### src/rtl/pool_pkg.sv
`default_nettype none

package pool_pkg;

    ////////////////////////////////////////////////////////////
    // widths
    ////////////////////////////////////////////////////////////

    // potential, current and coefficient values
    localparam int V_W = 18;
    // one lane's drive input
    localparam int DRIVE_W = 16;
    // gain is fixed point, 256 means 1.0
    localparam int GAIN_FRAC = 8;
    // per-lane spike count
    localparam int COUNT_W = 8;

    // signed limits of a potential
    localparam logic signed [V_W-1:0] V_MAX = {1'b0, {(V_W-1){1'b1}}};
    localparam logic signed [V_W-1:0] V_MIN = {1'b1, {(V_W-1){1'b0}}};

    ////////////////////////////////////////////////////////////
    // host load opcode and coefficient set
    ////////////////////////////////////////////////////////////

    typedef enum logic [2:0] {
        sel_gain        = 3'd0,
        sel_threshold   = 3'd1,
        sel_leak_shift  = 3'd2,
        sel_reset_v     = 3'd3,
        sel_step_period = 3'd4
    } coef_sel_e;

    typedef struct packed {
        logic        [V_W-1:0] gain;
        logic signed [V_W-1:0] threshold;
        logic        [3:0]     leak_shift;
        logic signed [V_W-1:0] reset_v;
        logic        [15:0]    step_period;
    } coef_set_t;

    // values after reset
    localparam coef_set_t COEF_RESET = '{
        gain:        18'd256,
        threshold:   18'sd4096,
        leak_shift:  4'd3,
        reset_v:     18'sd0,
        step_period: 16'd3
    };

    // result of one neuron lane
    typedef struct packed {
        logic                  spike;
        logic signed [V_W-1:0] potential;
    } lane_out_t;

endpackage

`default_nettype wire

### src/rtl/coef_bank.sv
`timescale 1ns/1ps
`default_nettype none

module coef_bank #(
    parameter int NUM_LANES = 4
) (
    input  wire                                             ep50trig,
    input  wire                                             reset_global,
    input  wire                                             i_load,
    input  pool_pkg::coef_sel_e                             i_sel,
    input  wire  [31:0]                                     i_data,
    input  wire  [NUM_LANES-1:0][pool_pkg::DRIVE_W-1:0]     i_drive,
    output pool_pkg::coef_set_t                             o_coefs,
    output logic [NUM_LANES-1:0][pool_pkg::V_W-1:0]         o_current
);

    // full product of drive and gain
    localparam int PROD_W = pool_pkg::DRIVE_W + pool_pkg::V_W;

    logic [NUM_LANES-1:0][pool_pkg::V_W-1:0] current_next;

    ////////////////////////////////////////////////////////////
    // coefficient registers
    ////////////////////////////////////////////////////////////

    // one word per load strobe, low bits into the selected field
    always_ff @(posedge ep50trig or posedge reset_global)
    begin
        if (reset_global)
        begin
            o_coefs <= pool_pkg::COEF_RESET;
        end
        else if (i_load)
        begin
            case (i_sel)
                pool_pkg::sel_gain:        o_coefs.gain        <= i_data[pool_pkg::V_W-1:0];
                pool_pkg::sel_threshold:   o_coefs.threshold   <= i_data[pool_pkg::V_W-1:0];
                pool_pkg::sel_leak_shift:  o_coefs.leak_shift  <= i_data[3:0];
                pool_pkg::sel_reset_v:     o_coefs.reset_v     <= i_data[pool_pkg::V_W-1:0];
                pool_pkg::sel_step_period: o_coefs.step_period <= i_data[15:0];
                // unused opcodes leave the set alone
                default:                   o_coefs             <= o_coefs;
            endcase
        end
    end

    ////////////////////////////////////////////////////////////
    // drive scaling
    ////////////////////////////////////////////////////////////

    for (genvar g = 0; g < NUM_LANES; g++)
    begin : g_scale
        logic [PROD_W-1:0] product;
        logic [PROD_W-1:0] shifted;

        // drive times gain, drop the fraction bits
        assign product = PROD_W'(i_drive[g]) * PROD_W'(o_coefs.gain);
        assign shifted = product >> pool_pkg::GAIN_FRAC;

        // clamp to largest positive potential
        assign current_next[g] = (shifted > PROD_W'(pool_pkg::V_MAX))
                               ? pool_pkg::V_MAX
                               : shifted[pool_pkg::V_W-1:0];
    end

    // one cycle behind drive and gain
    always_ff @(posedge ep50trig)
    begin
        o_current <= current_next;
    end

endmodule

`default_nettype wire

### src/rtl/motor_pool_top.sv
`timescale 1ns/1ps
`default_nettype none

module motor_pool_top #(
    parameter int NUM_LANES    = 4,
    parameter int WINDOW_STEPS = 16
) (
    input  wire                                           ep50trig,
    input  wire                                           reset_global,
    input  wire                                           i_run,
    input  wire                                           i_load,
    input  pool_pkg::coef_sel_e                           i_sel,
    input  wire  [31:0]                                   i_data,
    input  wire  [NUM_LANES-1:0][pool_pkg::DRIVE_W-1:0]   i_drive,
    output logic [NUM_LANES-1:0]                          o_spikes,
    output logic [NUM_LANES-1:0][pool_pkg::V_W-1:0]       o_potentials,
    output logic [NUM_LANES-1:0][pool_pkg::COUNT_W-1:0]   o_counts,
    output logic                                          o_counts_valid
);

    pool_pkg::coef_set_t                     coefs;
    logic [NUM_LANES-1:0][pool_pkg::V_W-1:0] current;
    logic                                    step;
    pool_pkg::lane_out_t                     lane_out [NUM_LANES];

    // host loads and drive scaling
    coef_bank #(
        .NUM_LANES (NUM_LANES)
    ) u_coef_bank (
        .ep50trig     (ep50trig),
        .reset_global (reset_global),
        .i_load       (i_load),
        .i_sel        (i_sel),
        .i_data       (i_data),
        .i_drive      (i_drive),
        .o_coefs      (coefs),
        .o_current    (current)
    );

    // simulation time step
    step_timer u_step_timer (
        .ep50trig      (ep50trig),
        .reset_global  (reset_global),
        .i_run         (i_run),
        .i_step_period (coefs.step_period),
        .o_step        (step)
    );

    ////////////////////////////////////////////////////////////
    // neuron lanes
    ////////////////////////////////////////////////////////////

    for (genvar g = 0; g < NUM_LANES; g++)
    begin : g_lane
        neuron_lane u_neuron_lane (
            .ep50trig     (ep50trig),
            .reset_global (reset_global),
            .i_step       (step),
            .i_coefs      (coefs),
            .i_current    (current[g]),
            .o_lane       (lane_out[g])
        );

        // split struct into flat outputs
        assign o_spikes[g]     = lane_out[g].spike;
        assign o_potentials[g] = lane_out[g].potential;
    end

    // windowed spike counts
    spike_tally #(
        .NUM_LANES    (NUM_LANES),
        .WINDOW_STEPS (WINDOW_STEPS)
    ) u_spike_tally (
        .ep50trig       (ep50trig),
        .reset_global   (reset_global),
        .i_step         (step),
        .i_spikes       (o_spikes),
        .o_counts       (o_counts),
        .o_counts_valid (o_counts_valid)
    );

endmodule

`default_nettype wire

### src/rtl/neuron_lane.sv
`timescale 1ns/1ps
`default_nettype none

module neuron_lane (
    input  wire                          ep50trig,
    input  wire                          reset_global,
    input  wire                          i_step,
    input  pool_pkg::coef_set_t          i_coefs,
    input  wire  [pool_pkg::V_W-1:0]     i_current,
    output pool_pkg::lane_out_t          o_lane
);

    // two guard bits for leak and current
    localparam int SUM_W = pool_pkg::V_W + 2;

    logic signed [pool_pkg::V_W-1:0] pot_q;
    logic signed [SUM_W-1:0]         leak;
    logic signed [SUM_W-1:0]         sum;
    logic signed [pool_pkg::V_W-1:0] pot_sat;
    logic                            fire;

    ////////////////////////////////////////////////////////////
    // leak and integrate
    ////////////////////////////////////////////////////////////

    assign pot_q = o_lane.potential;

    // arithmetic shift keeps negative potentials decaying toward zero
    assign leak = SUM_W'(pot_q >>> i_coefs.leak_shift);

    // current is never negative after the clamp in coef_bank
    assign sum = SUM_W'(pot_q) - leak + SUM_W'($signed(i_current));

    // clamp at the signed limits
    always_comb
    begin
        if (sum > SUM_W'(pool_pkg::V_MAX))
        begin
            pot_sat = pool_pkg::V_MAX;
        end
        else if (sum < SUM_W'(pool_pkg::V_MIN))
        begin
            pot_sat = pool_pkg::V_MIN;
        end
        else
        begin
            pot_sat = sum[pool_pkg::V_W-1:0];
        end
    end

    // threshold test on the new potential
    assign fire = (pot_sat >= $signed(i_coefs.threshold));

    ////////////////////////////////////////////////////////////
    // state update on the step strobe
    ////////////////////////////////////////////////////////////

    always_ff @(posedge ep50trig or posedge reset_global)
    begin
        if (reset_global)
        begin
            o_lane <= '0;
        end
        else if (i_step)
        begin
            o_lane.spike <= fire;
            // a spike restarts from the reset value
            if (fire)
            begin
                o_lane.potential <= i_coefs.reset_v;
            end
            else
            begin
                o_lane.potential <= pot_sat;
            end
        end
        else
        begin
            // spike lasts one cycle
            o_lane.spike <= 1'b0;
        end
    end

endmodule

`default_nettype wire

### src/rtl/spike_tally.sv
`timescale 1ns/1ps
`default_nettype none

module spike_tally #(
    parameter int NUM_LANES    = 4,
    parameter int WINDOW_STEPS = 16
) (
    input  wire                                           ep50trig,
    input  wire                                           reset_global,
    input  wire                                           i_step,
    input  wire  [NUM_LANES-1:0]                          i_spikes,
    output logic [NUM_LANES-1:0][pool_pkg::COUNT_W-1:0]   o_counts,
    output logic                                          o_counts_valid
);

    // step counter needs at least one bit
    localparam int STEP_W = (WINDOW_STEPS > 1) ? $clog2(WINDOW_STEPS) : 1;
    localparam logic [pool_pkg::COUNT_W-1:0] COUNT_MAX = '1;

    logic [STEP_W-1:0]                             step_cnt;
    logic                                          report_pend;
    logic [NUM_LANES-1:0][pool_pkg::COUNT_W-1:0]   counts;
    logic [NUM_LANES-1:0][pool_pkg::COUNT_W-1:0]   counts_inc;

    ////////////////////////////////////////////////////////////
    // window of steps
    ////////////////////////////////////////////////////////////

    always_ff @(posedge ep50trig or posedge reset_global)
    begin
        if (reset_global)
        begin
            step_cnt    <= '0;
            report_pend <= 1'b0;
        end
        else
        begin
            report_pend <= 1'b0;
            if (i_step)
            begin
                if (step_cnt == STEP_W'(WINDOW_STEPS - 1))
                begin
                    // last step, report a cycle later once its spikes land
                    step_cnt    <= '0;
                    report_pend <= 1'b1;
                end
                else
                begin
                    step_cnt <= step_cnt + 1'b1;
                end
            end
        end
    end

    ////////////////////////////////////////////////////////////
    // per-lane saturating counters
    ////////////////////////////////////////////////////////////

    for (genvar g = 0; g < NUM_LANES; g++)
    begin : g_count
        // stick at the top
        assign counts_inc[g] = (i_spikes[g] && (counts[g] != COUNT_MAX))
                             ? counts[g] + 1'b1
                             : counts[g];
    end

    always_ff @(posedge ep50trig or posedge reset_global)
    begin
        if (reset_global)
        begin
            counts         <= '0;
            o_counts_valid <= 1'b0;
        end
        else
        begin
            o_counts_valid <= report_pend;
            // report cycle starts a fresh window
            if (report_pend)
            begin
                counts <= '0;
            end
            else
            begin
                counts <= counts_inc;
            end
        end
    end

    // report includes the spikes of the final step
    always_ff @(posedge ep50trig)
    begin
        if (report_pend)
        begin
            o_counts <= counts_inc;
        end
    end

endmodule

`default_nettype wire

### src/rtl/step_timer.sv
`timescale 1ns/1ps
`default_nettype none

module step_timer (
    input  wire         ep50trig,
    input  wire         reset_global,
    input  wire         i_run,
    input  wire  [15:0] i_step_period,
    output logic        o_step
);

    // counts down from the period, reloads at zero
    logic [15:0] count;

    always_ff @(posedge ep50trig or posedge reset_global)
    begin
        if (reset_global)
        begin
            count  <= '0;
            o_step <= 1'b0;
        end
        else if (!i_run)
        begin
            // stopped, divider parked at zero
            count  <= '0;
            o_step <= 1'b0;
        end
        else
        begin
            if (count == '0)
            begin
                count <= i_step_period;
            end
            else
            begin
                count <= count - 1'b1;
            end
            // strobe on the last count, every cycle for period zero
            o_step <= (count == 16'd1) || (i_step_period == '0);
        end
    end

endmodule

`default_nettype wire
### config.mk
export PLATFORM = sky130hd
export DESIGN_NAME = motor_pool_top
export DESIGN_NICKNAME = d
export VERILOG_FILES = /design/src/rtl/pool_pkg.sv /design/src/rtl/coef_bank.sv /design/src/rtl/motor_pool_top.sv /design/src/rtl/neuron_lane.sv /design/src/rtl/spike_tally.sv /design/src/rtl/step_timer.sv
export SDC_FILE = /design/constraint.sdc
export NUM_CORES = 2
export LEC_CHECK = 0
export ABC_CLOCK_PERIOD_IN_PS = 6500
export BUFFER_PORTS_ARGS = -buffer_cell sky130_fd_sc_hd__buf_4
export CORE_AREA = 2 2 330 332
export DETAILED_ROUTE_END_ITERATION = 8
export DIE_AREA = 0 0 332 334
export PLACE_DENSITY_LB_ADDON = 0.2
export SETUP_SLACK_MARGIN = 0.5
export SLEW_MARGIN = 20
export SYNTH_ARGS = -nofsm -noshare
export SYNTH_HDL_FRONTEND = slang
export SYNTH_HIERARCHICAL = 1
export SYNTH_SLANG_ARGS = --single-unit
### constraint.sdc
create_clock -name ep50trig -period 6.5 [get_ports ep50trig]
set_input_delay 0.65 -clock ep50trig [delete_from_list [all_inputs] [get_ports ep50trig]]
set_output_delay 0.65 -clock ep50trig [all_outputs]
set_load 0.02 [all_outputs]
# Word level (Yosys, flattened, before mapping)
# Index checks and enable logic that the tools add are counted.
# word_totals
output_inout_bits,109
wordCells,118
in_bits,103
ff_bits,309
# op_classes
mul,4
n_reduce_logical,13
shift,4
addsub,14
eq_ne,10
muxes,27
order_cmp,16
# op_table
cell,count
$mux 18,12
$mul 16x18->34,4
$gt 26x17->1 const B,4
$add 20x18->20,4
$gt 20x18->1 const B,4
$lt 20x18->1 const B,4
$sshr 18x4->20,4
$sub 18x20->20,4
$ge 18x18->1,4
$add 8x1->8 const B,4
$logic_not 16->1,2
$mux 16,2
$mux 32,1
$mux 8,4
$ne 8x8->1 const B,4
$eq 16x1->1 const B,1
$sub 16x1->16 const B,1
$reduce_and 2->1,5
$mux 1,7
$eq 3x2->1 const B,2
$add 4x1->4 const B,1
$eq 4x4->1 const B,1
$logic_and 1x1->1,4
$mux 4,1
other kinds (4),4

# Longest topological paths before layout
# depth
word_depth,8
ltp_mapped,33
ltp_nobuf,27

# By module
# Netlist, hierarchy kept.
# by_module_without_submodules
mod,seq_area_each_um2,cells_each,n_inst,area_per_inst_um2
coef_bank,3300.7,4799,1,42906.2
neuron_lane,475.5,534,4,4115.2
spike_tally,1911.8,272,1,3385.7
step_timer,425.4,122,1,1138.6

# Least setup slack after synthesis
# No wires, ideal clock.
# synth_path
path_type,input -> register
from,in i_drive[9] (netlist bit)
to,reg u_coef_bank/o_current[10] (netlist bit)
setup_time_ps,119
required_ps,6381
n_path_buf,4
t_arrival_ps,6821
setup_slack_ps,-440
path_stages,24
cell_sequence,clkbuf_1 clkbuf_1 nand2_1 fa_1 inv_1 fa_1 fa_1 fa_1 fa_1 inv_1 fa_1 inv_1 ha_1 clkbuf_2 and3_1 nand2_1 a311oi_1 a21bo_2 a21oi_1 nand2b_1 o2111ai_1 nor4_4 buf_2 nand2_1
# synth_via
elab_chain_len,2
# synth_rtl
item,line,source
start: declaration,motor_pool_top.sv:14,"input wire [NUM_LANES-1:0][pool_pkg::DRIVE_W-1:0] i_drive,"
$mul 16x18->34 (*),coef_bank.sv:57,assign product = PROD_W'(i_drive[g]) * PROD_W'(o_coefs.gain);
$gt 26x17->1,coef_bank.sv:61,assign current_next[g] = (shifted > PROD_W'(pool_pkg::V_MAX))
end signal: assignment,coef_bank.sv:69,o_current <= current_next;
end: declaration,coef_bank.sv:14,output logic [NUM_LANES-1:0][pool_pkg::V_W-1:0] o_current
# Mark *: on every way between the ends. The rest lies on a longest branch, timed or not.
# A chain may end at the register's enable or synchronous reset.

# Final worst setup path
# layout_path
from,reg u_coef_bank/o_coefs[34] (netlist bit)
to,"reg g_lane[3].u_neuron_lane.o_lane, in the netlist g_lane[3].u_neuron_lane/pot_q[17]"
# layout_via
elab_chain_len,8
word_cells_on_any_way,9
classes_between,2 x add/sub; 3 x order compare; 1 x shift; 3 x mux
# layout_rtl
item,line,source
start: declaration,coef_bank.sv:13,"output pool_pkg::coef_set_t o_coefs,"
start signal: assignment,coef_bank.sv:31,o_coefs <= pool_pkg::COEF_RESET;
start signal: assignment,coef_bank.sv:42,default: o_coefs <= o_coefs;
$sshr 18x4->20 (*),neuron_lane.sv:29,assign leak = SUM_W'(pot_q >>> i_coefs.leak_shift);
$sub 18x20->20 (*),neuron_lane.sv:32,assign sum = SUM_W'(pot_q) - leak + SUM_W'($signed(i_current));
$add 20x18->20 (*),neuron_lane.sv:32,
$lt 20x18->1,neuron_lane.sv:41,else if (sum < SUM_W'(pool_pkg::V_MIN))
$mux 18,neuron_lane.sv:41,
$mux 18 (*),neuron_lane.sv:37,if (sum > SUM_W'(pool_pkg::V_MAX))
$ge 18x18->1,neuron_lane.sv:52,assign fire = (pot_sat >= $signed(i_coefs.threshold));
$mux 18 (*),neuron_lane.sv:68,if (fire)
end: declaration,neuron_lane.sv:10,output pool_pkg::lane_out_t o_lane
# Marked as above.

==> results_dict.tcl <==
set metrics [dict create \
    outcome "complete, but fails checks" \
    violations "negative setup slack" \
    rsz0062_at_grt "yes" \
    core_um2 108000 \
    ys.warnings.count 6 \
    yosysSeqAreaShare 0.118 \
    overflow 0 \
    cts_made_buffers 35 \
    die_area_um2 111000 \
    period_share 1.07 \
    path_class "flop to flop" \
    ys_dominant_reg_cell "dfrtp_1" \
    syn_inst 7329 \
    synth_commonest_cells "inv_1, fa_1, nand2_1" \
    worst_path_largest_cell_delay_ps 700 \
    critPathCaptureType "flop" \
    netlist_area_um2 63900 \
    fp.dieH_um 334 \
    routabilityCongestion 0.987 \
    dpl.cell_count 9591 \
    drive_above_1_share 0.295 \
    vias_per_cell 5.82 \
    start_util 0.593 \
    max_freq_mhz 144 \
    synthAdderAreaFrac 0.412 \
    drtIter0Drc 4892 \
    muxShareOfSynthArea 0.0410 \
    synth_xor_area_frac 0.0247 \
    path_clk_slew_ps 60 \
    async_reset_ff_frac 0.663 \
    utilization 0.764 \
    ys_ff_latch 309 \
    port_buffers 197 \
    drc 0 \
    slowest_stage "dfstp_4" \
    synth_edf_count 32 \
    htree_levels 2 \
    yosysMostFrequentCell "inv_1" \
    yosysTopAreaCell "fa_1" \
    dpl_worst_slack_ps -543 \
    cp_max_fo 8 \
    drv_cap 0 \
    cts_tree "done" \
    synth-compound-area-share 0.117 \
    fin_nets 10100 \
    finalHoldViolCount 0 \
    route.antenna.remaining_nets 0 \
    crit_required_ps 6910 \
    dpl.hpwl_um 158000 \
    clock_skew_ps 24.8 \
    grt_usage 0.363 \
    critPathMostFrequentCell "buf_6" \
    yosys.area_share.simple 0.175 \
    max_slew_margin 0.294 \
    fin_cells 9879 \
    hold_path.class "primary input to async pin" \
    synth_top_family_by_area "adder cells" \
    synth_top_area_share 0.298 \
    area_delta_synth_final_pct 28.8 \
    fin_crit_ps 6960 \
    synth_cell_types 122 \
    grt_pass1_vias 59200 \
    setup_slack_ps -464 \
    holdBufCountCts 0 \
    clock-root-buffer "clkbuf_16" \
    post_drt_wl_per_cell_um 20.9 \
    clk-insertion-delay-late_ps 580 \
    maxSlewViolCount 0 \
    drt-total-wl_um 207000 \
    grt_pass1_wl_um 320000 \
    clockBufferDepth 3 \
    antenna_found_initial 8 \
    grt_max_degree 82 \
    die_x_um 332 \
    arrival_ps 7370 \
    cts_num_sinks 309 \
    firstDrtPassIters 6 \
    tightestPinTransition_ps 1060 \
    synth.top_cells.by_area "fa_1, ha_1, inv_1" \
    io_pins 212 \
    startpoint_type "flop" \
    syn_avg_cell_area_um2 8.72 \
    vias 57500 \
    finalSetupViolations 144 \
    core.rowCount 121 \
]
layout by cell type, fill, tap and decap left out, types with 86 or more instances in the layout:
cell,count
a21oi_1,203
and2_1,538
buf_4,1227
dfrtp_1,178
fa_1,913
ha_1,477
ha_4,94
inv_1,1382
nand2_1,865
nor2_1,177
o21ai_0,109
xnor2_1,86
xor2_1,88
sequential cells by signal, summed over array words and instances, names as in the netlist, 4 cells and up:
register                     count
g_lane.u_neuron_lane/o_lane      4
u_coef_bank/o_coefs             74
u_step_timer/count              16
u_spike_tally/step_cnt           4
u_spike_tally/counts            32
g_lane.u_neuron_lane/pot_q      72
u_spike_tally/o_counts          32
u_coef_bank/o_current           72
area by class of cell:
class,count,area (um2)
Fill cell,7374,25500
Timing Repair Buffer,1423,12500
Tap cell,1414,1770
Inverter,1442,5420
Clock inverter,21,243
Antenna cell,6,15.0
Clock buffer,43,990
Sequential cell,309,7590
Multi-Input combinational cell,5221,53800
stage by stage:
step                      hold slack [ps]  cell area (um2)  setup TNS, ps
after floorplan                       451            65500           -473
final                                 302            82300         -35400
after detailed placement              490            74800         -47990
after global placement                468            74800         -35200
after CTS                             288            79600         -17260
after global routing                  360            82300         -56740
logic make-up (layout without fill, tap and decap cells):
group / after synthesis / in the layout
adders and majority gates: 1532 / 1532
muxes: 201 / 203
xor gates and xnor gates: 179 / 179
AOI/OAI and AO/OA: 1100 / 1100
DFF: 309 / 309
buffers and inverters: 1806 / 2929
and+or+nand+nor: 2201 / 2203
other: 1 / 10
worst max-delay path, delay by kind of cell (launching register included):
kind,cells,cell delay (ps)
compound gates,9,1950
flops,1,700
mux,4,1110
simple gates,6,800
fa+ha+maj,3,1020
buf+inv,10,1230
routing by layer:
metal | wire length, um | up-vias | track usage
li1 | - | 25700 | -
met1 | 81800 | 28600 | 0.472
met2 | 96500 | 2563 | 0.593
met3 | 17000 | 608 | 0.0636
met4 | 11300 | 8 | 0.168
met5 | 52 | - | 0
what timing repair did:
action	in CTS	in global routing
resized for setup	452	399
pin swaps	231	210
setup endpoints to repair	144	144
setup buffers	121	70
gates cloned	19	8
path summary, 6_finish.rpt:
path	slack, ps	cells after the start	start	end
max	-460	32	u_coef_bank/o_coefs[34]$_DFFE_PP1P_	g_lane[3].u_neuron_lane/pot_q[17]$_DFFE_PP0P_
min	300	2	reset_global	u_step_timer/count[11]$_DFF_PP0_
max reg2reg	-460	32	u_coef_bank/o_coefs[34]$_DFFE_PP1P_	g_lane[3].u_neuron_lane/pot_q[17]$_DFFE_PP0P_
min reg2reg	500	1	u_spike_tally/step_cnt[2]$_DFFE_PP0P_	u_spike_tally/step_cnt[2]$_DFFE_PP0P_
max in group asynchronous	5250	3	reset_global	u_coef_bank/o_coefs[57]$_DFFE_PP0P_
min in group ep50trig	390	3	i_run	u_step_timer/count[13]$_DFF_PP0_
Power is not shown: default switching activity piles up to over one toggle a cycle in this logic, so the estimate is an artifact.
